--- config.mk ---
export PLATFORM = sky130hd
export DESIGN_NAME = sram_bist_top
export DESIGN_NICKNAME = d
export VERILOG_FILES = /design/src/sram_bist_pkg.sv /design/src/sram_pattern_gen.sv /design/src/sram_ctrl.sv /design/src/sram_tester.sv /design/src/sram_bist_top.sv
export SDC_FILE = /design/constraint.sdc
export NUM_CORES = 1
export LEC_CHECK = 0
export BUFFER_PORTS_ARGS = -buffer_cell sky130_fd_sc_hd__buf_2
export CAP_MARGIN = 30
export CORE_ASPECT_RATIO = 1.5
export CORE_MARGIN = 8
export CORE_UTILIZATION = 59
export CTS_BUF_LIST = sky130_fd_sc_hd__clkbuf_2
export CTS_CLUSTER_SIZE = 24
export DETAILED_ROUTE_END_ITERATION = 10
export PLACE_DENSITY = 0.78
export SYNTH_ARGS = -nofsm -noshare
export SYNTH_HDL_FRONTEND = slang
export SYNTH_SLANG_ARGS = --single-unit
--- constraint.sdc ---
create_clock -name clk -period 6.45 [get_ports clk]
set_clock_uncertainty 0.15 [all_clocks]
set_input_delay 1.6125 -clock clk [delete_from_list [all_inputs] [get_ports clk]]
set_output_delay 1.6125 -clock clk [all_outputs]
set_load 0.02 [all_outputs]
--- src/sram_bist_pkg.sv ---
package sram_bist_pkg;

  // data width is tied to the pattern constants below
  localparam int DATA_W     = 16;
  localparam int ADDR_W_MAX = 20;

  typedef logic [ADDR_W_MAX-1:0] addr_t;
  typedef logic [DATA_W-1:0]     data_t;

  // data backgrounds in the order they are run
  typedef enum logic [2:0] {
    PAT_ZEROS = 3'd0,
    PAT_ONES  = 3'd1,
    PAT_ALT_5 = 3'd2,
    PAT_ALT_A = 3'd3,
    PAT_ADDR  = 3'd4,
    PAT_NADDR = 3'd5
  } pattern_e;

  // single word request from tester to controller
  typedef struct packed {
    logic  we;
    addr_t addr;
    data_t wdata;
  } mem_req_t;

  // read response from controller to tester
  typedef struct packed {
    data_t rdata;
  } mem_rsp_t;

  // first mismatch of a run
  typedef struct packed {
    addr_t addr;
    data_t expected;
    data_t actual;
  } fault_t;

endpackage

--- src/sram_pattern_gen.sv ---
`timescale 1ns/1ps

module sram_pattern_gen
  import sram_bist_pkg::*;
#(
  parameter int addr_bits = 20
) (
  input  logic     clk,
  input  logic     reset,
  input  logic     pat_first,
  input  logic     pat_next,
  input  addr_t    pat_addr,
  output data_t    pattern,
  output pattern_e pat_sel,
  output logic     pat_last
);

  // only the low addr_bits of the address are meaningful
  localparam addr_t ADDR_MASK = addr_t'((21'(1) << addr_bits) - 21'(1));

  pattern_e pat_q;
  addr_t    addr_m;

  always_ff @(posedge clk or posedge reset) begin
    if (reset) begin
      pat_q <= PAT_ZEROS;
    end else if (pat_first) begin
      pat_q <= PAT_ZEROS;
    end else if (pat_next) begin
      pat_q <= pattern_e'(pat_q + 3'd1);
    end
  end

  assign addr_m = pat_addr & ADDR_MASK;

  // data word for the current background and address
  always_comb begin
    case (pat_q)
      PAT_ZEROS: pattern = 16'h0000;
      PAT_ONES:  pattern = 16'hffff;
      PAT_ALT_5: pattern = 16'h5555;
      PAT_ALT_A: pattern = 16'haaaa;
      PAT_ADDR:  pattern = addr_m[DATA_W-1:0];
      PAT_NADDR: pattern = ~addr_m[DATA_W-1:0];
      default:   pattern = 16'h0000;
    endcase
  end

  assign pat_sel  = pat_q;
  assign pat_last = (pat_q == PAT_NADDR);

  // the tester finishes after the last background and never wraps around
  a_no_next_after_last: assert property (
    @(posedge clk) disable iff (reset) pat_next |-> !pat_last
  );

endmodule

--- src/sram_ctrl.sv ---
`timescale 1ns/1ps

module sram_ctrl
  import sram_bist_pkg::*;
#(
  parameter int addr_bits   = 20,
  parameter int wait_states = 1
) (
  input  logic     clk,
  input  logic     reset,
  input  logic     req_valid,
  input  mem_req_t req,
  output logic     req_ready,
  output logic     rsp_valid,
  output mem_rsp_t rsp,
  output addr_t    addr_bus,
  output data_t    data_out,
  output logic     data_oe,
  input  data_t    data_in,
  output logic     ce_n,
  output logic     we_n,
  output logic     oe_n
);

  localparam addr_t ADDR_MASK = addr_t'((21'(1) << addr_bits) - 21'(1));
  localparam int    CNT_W     = (wait_states > 0) ? $clog2(wait_states + 1) : 1;

  typedef enum logic [1:0] {
    IDLE,
    ACCESS,
    FINISH
  } state_e;

  state_e           state;
  logic [CNT_W-1:0] wait_cnt;
  logic             access_end;

  // last cycle of the strobe window
  assign access_end = (state == ACCESS) && (wait_cnt == '0);
  assign req_ready  = (state == IDLE);

  always_ff @(posedge clk or posedge reset) begin
    if (reset) begin
      state     <= IDLE;
      wait_cnt  <= '0;
      rsp_valid <= 1'b0;
      ce_n      <= 1'b1;
      we_n      <= 1'b1;
      oe_n      <= 1'b1;
      data_oe   <= 1'b0;
      addr_bus  <= '0;
      data_out  <= '0;
    end else begin
      rsp_valid <= 1'b0;
      case (state)
        IDLE: begin
          if (req_valid) begin
            // address and data stay put until the next request
            addr_bus <= req.addr & ADDR_MASK;
            data_out <= req.wdata;
            data_oe  <= req.we;
            ce_n     <= 1'b0;
            we_n     <= ~req.we;
            oe_n     <= req.we;
            wait_cnt <= CNT_W'(wait_states);
            state    <= ACCESS;
          end
        end
        ACCESS: begin
          if (access_end) begin
            ce_n      <= 1'b1;
            we_n      <= 1'b1;
            oe_n      <= 1'b1;
            data_oe   <= 1'b0;
            rsp_valid <= ~oe_n;
            state     <= FINISH;
          end else begin
            wait_cnt <= wait_cnt - 1'b1;
          end
        end
        // one dead cycle before ready comes back
        FINISH: state <= IDLE;
        default: state <= IDLE;
      endcase
    end
  end

  // read data sampled at the end of the strobe
  always_ff @(posedge clk) begin
    if (access_end && !oe_n) begin
      rsp.rdata <= data_in;
    end
  end

  a_no_we_oe_overlap: assert property (
    @(posedge clk) disable iff (reset) !(!we_n && !oe_n)
  );

  a_oe_only_in_write: assert property (
    @(posedge clk) disable iff (reset) data_oe |-> !we_n
  );

endmodule

--- src/sram_tester.sv ---
`timescale 1ns/1ps

module sram_tester
  import sram_bist_pkg::*;
#(
  parameter int addr_bits = 20
) (
  input  logic     clk,
  input  logic     reset,
  input  logic     start,
  output logic     req_valid,
  output mem_req_t req,
  input  logic     req_ready,
  input  logic     rsp_valid,
  input  mem_rsp_t rsp,
  output logic     pat_first,
  output logic     pat_next,
  output addr_t    pat_addr,
  input  data_t    pattern,
  input  logic     pat_last,
  output logic     busy,
  output logic     test_done,
  output logic     test_pass,
  output fault_t   fault
);

  localparam addr_t ADDR_MAX = addr_t'((21'(1) << addr_bits) - 21'(1));

  typedef enum logic [2:0] {
    IDLE,
    WRITE,
    READ,
    WAIT_RSP,
    CHECK,
    DONE
  } state_e;

  state_e state;
  addr_t  addr_q;
  logic   addr_last;
  logic   xfer;
  logic   run_start;
  logic   mismatch;

  // expected word and address of the outstanding read, and the word returned
  addr_t  exp_addr_q;
  data_t  exp_q;
  data_t  act_q;

  assign addr_last = (addr_q == ADDR_MAX);
  assign busy      = (state != IDLE) && (state != DONE);
  assign run_start = start && !busy;
  assign xfer      = req_valid && req_ready;
  assign mismatch  = (act_q != exp_q);

  assign req_valid = (state == WRITE) || (state == READ);
  assign req.we    = (state == WRITE);
  assign req.addr  = addr_q;
  assign req.wdata = pattern;
  assign pat_addr  = addr_q;

  assign pat_first = run_start;
  assign pat_next  = (state == CHECK) && !mismatch && addr_last && !pat_last;

  always_ff @(posedge clk or posedge reset) begin
    if (reset) begin
      state     <= IDLE;
      addr_q    <= '0;
      test_done <= 1'b0;
      test_pass <= 1'b1;
      fault     <= '0;
    end else begin
      case (state)
        IDLE, DONE: begin
          if (run_start) begin
            addr_q    <= '0;
            test_done <= 1'b0;
            test_pass <= 1'b1;
            state     <= WRITE;
          end
        end
        WRITE: begin
          if (xfer) begin
            if (addr_last) begin
              addr_q <= '0;
              state  <= READ;
            end else begin
              addr_q <= addr_q + 1'b1;
            end
          end
        end
        READ: begin
          if (xfer) begin
            state <= WAIT_RSP;
          end
        end
        WAIT_RSP: begin
          if (rsp_valid) begin
            state <= CHECK;
          end
        end
        CHECK: begin
          if (mismatch) begin
            fault     <= '{addr: exp_addr_q, expected: exp_q, actual: act_q};
            test_pass <= 1'b0;
            test_done <= 1'b1;
            state     <= DONE;
          end else if (!addr_last) begin
            addr_q <= addr_q + 1'b1;
            state  <= READ;
          end else if (pat_last) begin
            test_done <= 1'b1;
            state     <= DONE;
          end else begin
            // next background starts over with writes
            addr_q <= '0;
            state  <= WRITE;
          end
        end
        default: state <= IDLE;
      endcase
    end
  end

  always_ff @(posedge clk) begin
    if (state == READ && xfer) begin
      exp_addr_q <= addr_q;
      exp_q      <= pattern;
    end
    if (rsp_valid) begin
      act_q <= rsp.rdata;
    end
  end

  // request held until the controller takes it
  a_req_stable: assert property (
    @(posedge clk) disable iff (reset)
    req_valid && !req_ready |=> req_valid && $stable(req)
  );

endmodule

--- src/sram_bist_top.sv ---
`timescale 1ns/1ps

module sram_bist_top
  import sram_bist_pkg::*;
#(
  parameter int addr_bits   = 20,
  parameter int wait_states = 1
) (
  input  logic     clk,
  input  logic     reset,
  input  logic     start,
  output logic     busy,
  output logic     test_done,
  output logic     test_pass,
  output fault_t   fault,
  output pattern_e pat_sel,
  output addr_t    addr_bus,
  output data_t    data_out,
  output logic     data_oe,
  input  data_t    data_in,
  output logic     ce_n,
  output logic     we_n,
  output logic     oe_n
);

  logic     req_valid;
  logic     req_ready;
  mem_req_t req;
  logic     rsp_valid;
  mem_rsp_t rsp;
  logic     pat_first;
  logic     pat_next;
  logic     pat_last;
  addr_t    pat_addr;
  data_t    pattern;

  sram_tester #(
    .addr_bits (addr_bits)
  ) i_sram_tester (
    .clk       (clk),
    .reset     (reset),
    .start     (start),
    .req_valid (req_valid),
    .req       (req),
    .req_ready (req_ready),
    .rsp_valid (rsp_valid),
    .rsp       (rsp),
    .pat_first (pat_first),
    .pat_next  (pat_next),
    .pat_addr  (pat_addr),
    .pattern   (pattern),
    .pat_last  (pat_last),
    .busy      (busy),
    .test_done (test_done),
    .test_pass (test_pass),
    .fault     (fault)
  );

  sram_pattern_gen #(
    .addr_bits (addr_bits)
  ) i_sram_pattern_gen (
    .clk       (clk),
    .reset     (reset),
    .pat_first (pat_first),
    .pat_next  (pat_next),
    .pat_addr  (pat_addr),
    .pattern   (pattern),
    .pat_sel   (pat_sel),
    .pat_last  (pat_last)
  );

  sram_ctrl #(
    .addr_bits   (addr_bits),
    .wait_states (wait_states)
  ) i_sram_ctrl (
    .clk       (clk),
    .reset     (reset),
    .req_valid (req_valid),
    .req       (req),
    .req_ready (req_ready),
    .rsp_valid (rsp_valid),
    .rsp       (rsp),
    .addr_bus  (addr_bus),
    .data_out  (data_out),
    .data_oe   (data_oe),
    .data_in   (data_in),
    .ce_n      (ce_n),
    .we_n      (we_n),
    .oe_n      (oe_n)
  );

endmodule

==> run_results.csv <==
group,metric,value,unit
run_status,outcome,"completed",
global_route,grt_max_degree,69,
setup_path,crit_start,"i_sram_tester.state[0]$_DFFE_PP0P_",
clock_network,htree_levels,4,
power_and_ir_drop,leakagePower,3.54,nW
routing,route.vias.total,5095,
floorplanning,die_y,158,µm
logic_synthesis,async_flop_share,64.6,%
sta,setup_viol,0,
sta,fin_crit_sh,57.4,%
setup_path,timing.rr.start,"i_sram_tester.pat_addr[0]$_DFFE_PP0P_",
routing,viasPerCell,5.90,
global_route,first_global_vias,5202,
setup_path,cp-start-kind,"flop",
clock_network,cts-root-buf,"clkbuf_2",
clock_network,insertion_delay,720,ps
floorplanning,core,13300,µm²
clock_network,numCtsBuffers,17,
clock_network,cts_hold_buf,0,
cells_and_area,final_common_cell,"dfrtp_1",
logic_synthesis,synthFlopType,"dfrtp_1",
logic_synthesis,synth-edff-count,68,
cells_and_area,design.final.nets,713,
routing,drt_iter0_drc,301,
floorplanning,die_area,17500,µm²
routing,dr.pass1.iters,8,
clock_network,cts_max_path_buffers,2,
power_and_ir_drop,power.density,314,nW/µm²
sta,worst_pin_slew,954,ps
logic_synthesis,syn_area,7960,µm²
setup_path,crit_slowest_cell,"dfrtp_1",
logic_synthesis,netlist-cell-type-count,59,
setup_path,crit_type,"reg2out",
cells_and_area,area_delta_synth_final,11.7,%
flow_run,maxCapViolations,0,
setup_path,r2r_slack,3340,ps
cells_and_area,layout_common_cells,"dfrtp_1, buf_2, mux2_2",
setup_path,worst-path-buf-inv,2,
hold_path,hp-class,"reg2reg",
placement,hpwl,12200,µm
setup_path,worstPathCellList,"xor2_1, nor2_1, inv_1, buf_2",
clock_network,cts_setup_buffers,0,
global_route,grt_pass1_wl,27900,µm
global_route,grt-ovfl-total,0,
logic_synthesis,synth.ff_latch_count,192,
floorplanning,num_rows,52,
setup_path,worst-path-max-fanout,17,
logic_synthesis,yosysSeqAreaShare,64.7,%
logic_synthesis,ys.warnings.count,0,
routing,ant_nets,0,
sta,hold_viol,0,
floorplanning,io_pins,117,
clock_network,cts_tree,"built",
setup_path,cp_top_family,"flip-flops",
setup_path,cpPeakStageDelay,700,ps
sta,min_period,3700,ps
routing,drc,0,
global_route,antenna_found_initial,1,
placement,port-buffer-count,116,
logic_synthesis,syn_inst,582,
cells_and_area,multi_input_area,2630,µm²
logic_synthesis,syn_nets,607,
sta,final.setup.tns,0,ps
clock_network,cts.clk_slew.worst_paths,260,ps
routing,wl_per_cell,20.1,µm
floorplanning,dieWidth,111,µm
sta,fmax,0.270,GHz
clock_network,cts.sinks,192,
hold_path,hp-start,"i_sram_ctrl.rsp[5]$_DFFE_PP_",
cells_and_area,fillerInstances,954,
power_and_ir_drop,irDropWorstVdd,0.000157,V
sta,rsz0062_at_grt,"no",
setup_path,worstPathRequired,4690,ps
cells_and_area,drive_gt1_share,36.1,%
sta,hold_ws,276,ps
logic_synthesis,synth_area_per_cell,13.7,µm²
sta,max_slew_margin,36.4,%
floorplanning,start_util,59.7,%
sta,slew_viol_final,0,
global_route,grt_usage,20.2,%
routing,routed_wl,17300,µm
setup_path,worstPathArrival,1940,ps
clock_network,cts_resized,0,
setup_path,end_kind,"output pin",
placement,gp_congestion,0.875,
cells_and_area,ff_latch_area,5150,µm²
report_power, final:
part	internal, W	switching (W)	leakage (nW)	total, W
Combinational	0.000271	0.000450	1.37	0.000721
Sequential	0.00138	0.000122	2.03	0.00150
Clock	0.000181	0.000387	0.140	0.000568
Total	0.00183	0.000960	3.54	0.00279
state kept, by name (all words and copies together) (netlist names), 2 cells and up:
name,flops
i_sram_tester.pat_addr,20
i_sram_ctrl.data_out,16
i_sram_ctrl.state,2
i_sram_ctrl.rsp,16
i_sram_tester.state,3
i_sram_ctrl.addr_bus,20
i_sram_tester.exp_q,16
i_sram_tester.act_q,16
i_sram_tester.exp_addr_q,20
i_sram_tester.fault,52
i_sram_pattern_gen.pat_sel,3
metal layers:
| layer | track usage (%) | part of all wire, % | wire length, µm |
|---|---|---|---|
| met1 | 21.8 | 38 | 6580 |
| met2 | 37.5 | 55 | 9620 |
| met3 | 5.39 | 5.0 | 868 |
| met4 | 6.40 | 1.6 | 272 |
| met5 | 0 | 0 | 0 |
final timing paths:
path                                                    endpoint  depth (start not counted)
setup reg to reg           i_sram_tester.pat_addr[5]$_DFFE_PP0P_                          7
hold reg to reg                 i_sram_tester.act_q[5]$_DFFE_PP_                          0
hold / removal                  i_sram_tester.act_q[5]$_DFFE_PP_                          0
min in group asynchronous  i_sram_tester.pat_addr[0]$_DFFE_PP0P_                          2
max in group asynchronous    i_sram_ctrl.data_out[6]$_DFFE_PP0P_                          3
setup / recovery                                            busy                          4
cell type report:
type                       instances  area share, %
inverter                          10          0.450
tap                              162           2.28
timing repair buffer             121           7.18
multi-input combinational        346           29.5
clock inverter                    13           1.55
antenna                            1         0.0281
sequential                       192           57.9
clock buffer                      19           1.07
Yosys cell counts, types with 2 or more instances:
master,n,area [µm²]
a21oi_1,17,85.1
a31oi_1,5,31.3
and2_1,4,25.0
and3_1,2,12.5
and4_1,2,17.5
buf_2,14,70.1
clkbuf_1,18,67.6
dfrtp_1,120,3000
dfstp_2,4,105
edfxtp_1,68,2040
ha_1,6,75.1
inv_1,10,37.5
mux2_2,79,890
mux2i_1,10,100
nand2_1,34,128
nand2b_1,2,12.5
nand3_1,10,50.1
nand3b_1,2,15.0
nand4_1,4,25.0
nor2_1,47,176
nor2b_1,4,25.0
nor3_1,3,15.0
nor3_4,2,32.5
nor4_4,4,85.1
o211ai_1,3,22.5
o21a_1,2,15.0
o21ai_0,18,90.1
o21ai_1,15,75.1
o31ai_1,18,135
o41ai_1,4,35.0
or2_1,2,12.5
or2_2,2,12.5
or4_1,4,30.0
xor2_1,18,158
through the flow:
step / util [%] / setup WS [ps] / cells / power [W] / cell area [µm²]
global route: 66.7 / 2500 / 864 / 0.00294 / 8890
detailed placement: 64.7 / 2700 / 830 / 0.00222 / 8630
floorplan: - / 1390 / 582 / 0.00201 / 7960
finish: 66.7 / 2750 / 864 / 0.00279 / 8890
global placement: 64.7 / 2790 / 830 / 0.00218 / 8630
CTS: 66.4 / 2680 / 862 / 0.00278 / 8860
cells by family after synthesis:
family          share of synthesized area (%)
compound gates                           7.43
xor+xnor                                 2.09
fa+ha+maj                               0.943
buf+inv                                  2.40
flops                                    64.7
mux                                      12.4
simple gates                             10.0
(Power assumes the default switching activity.)
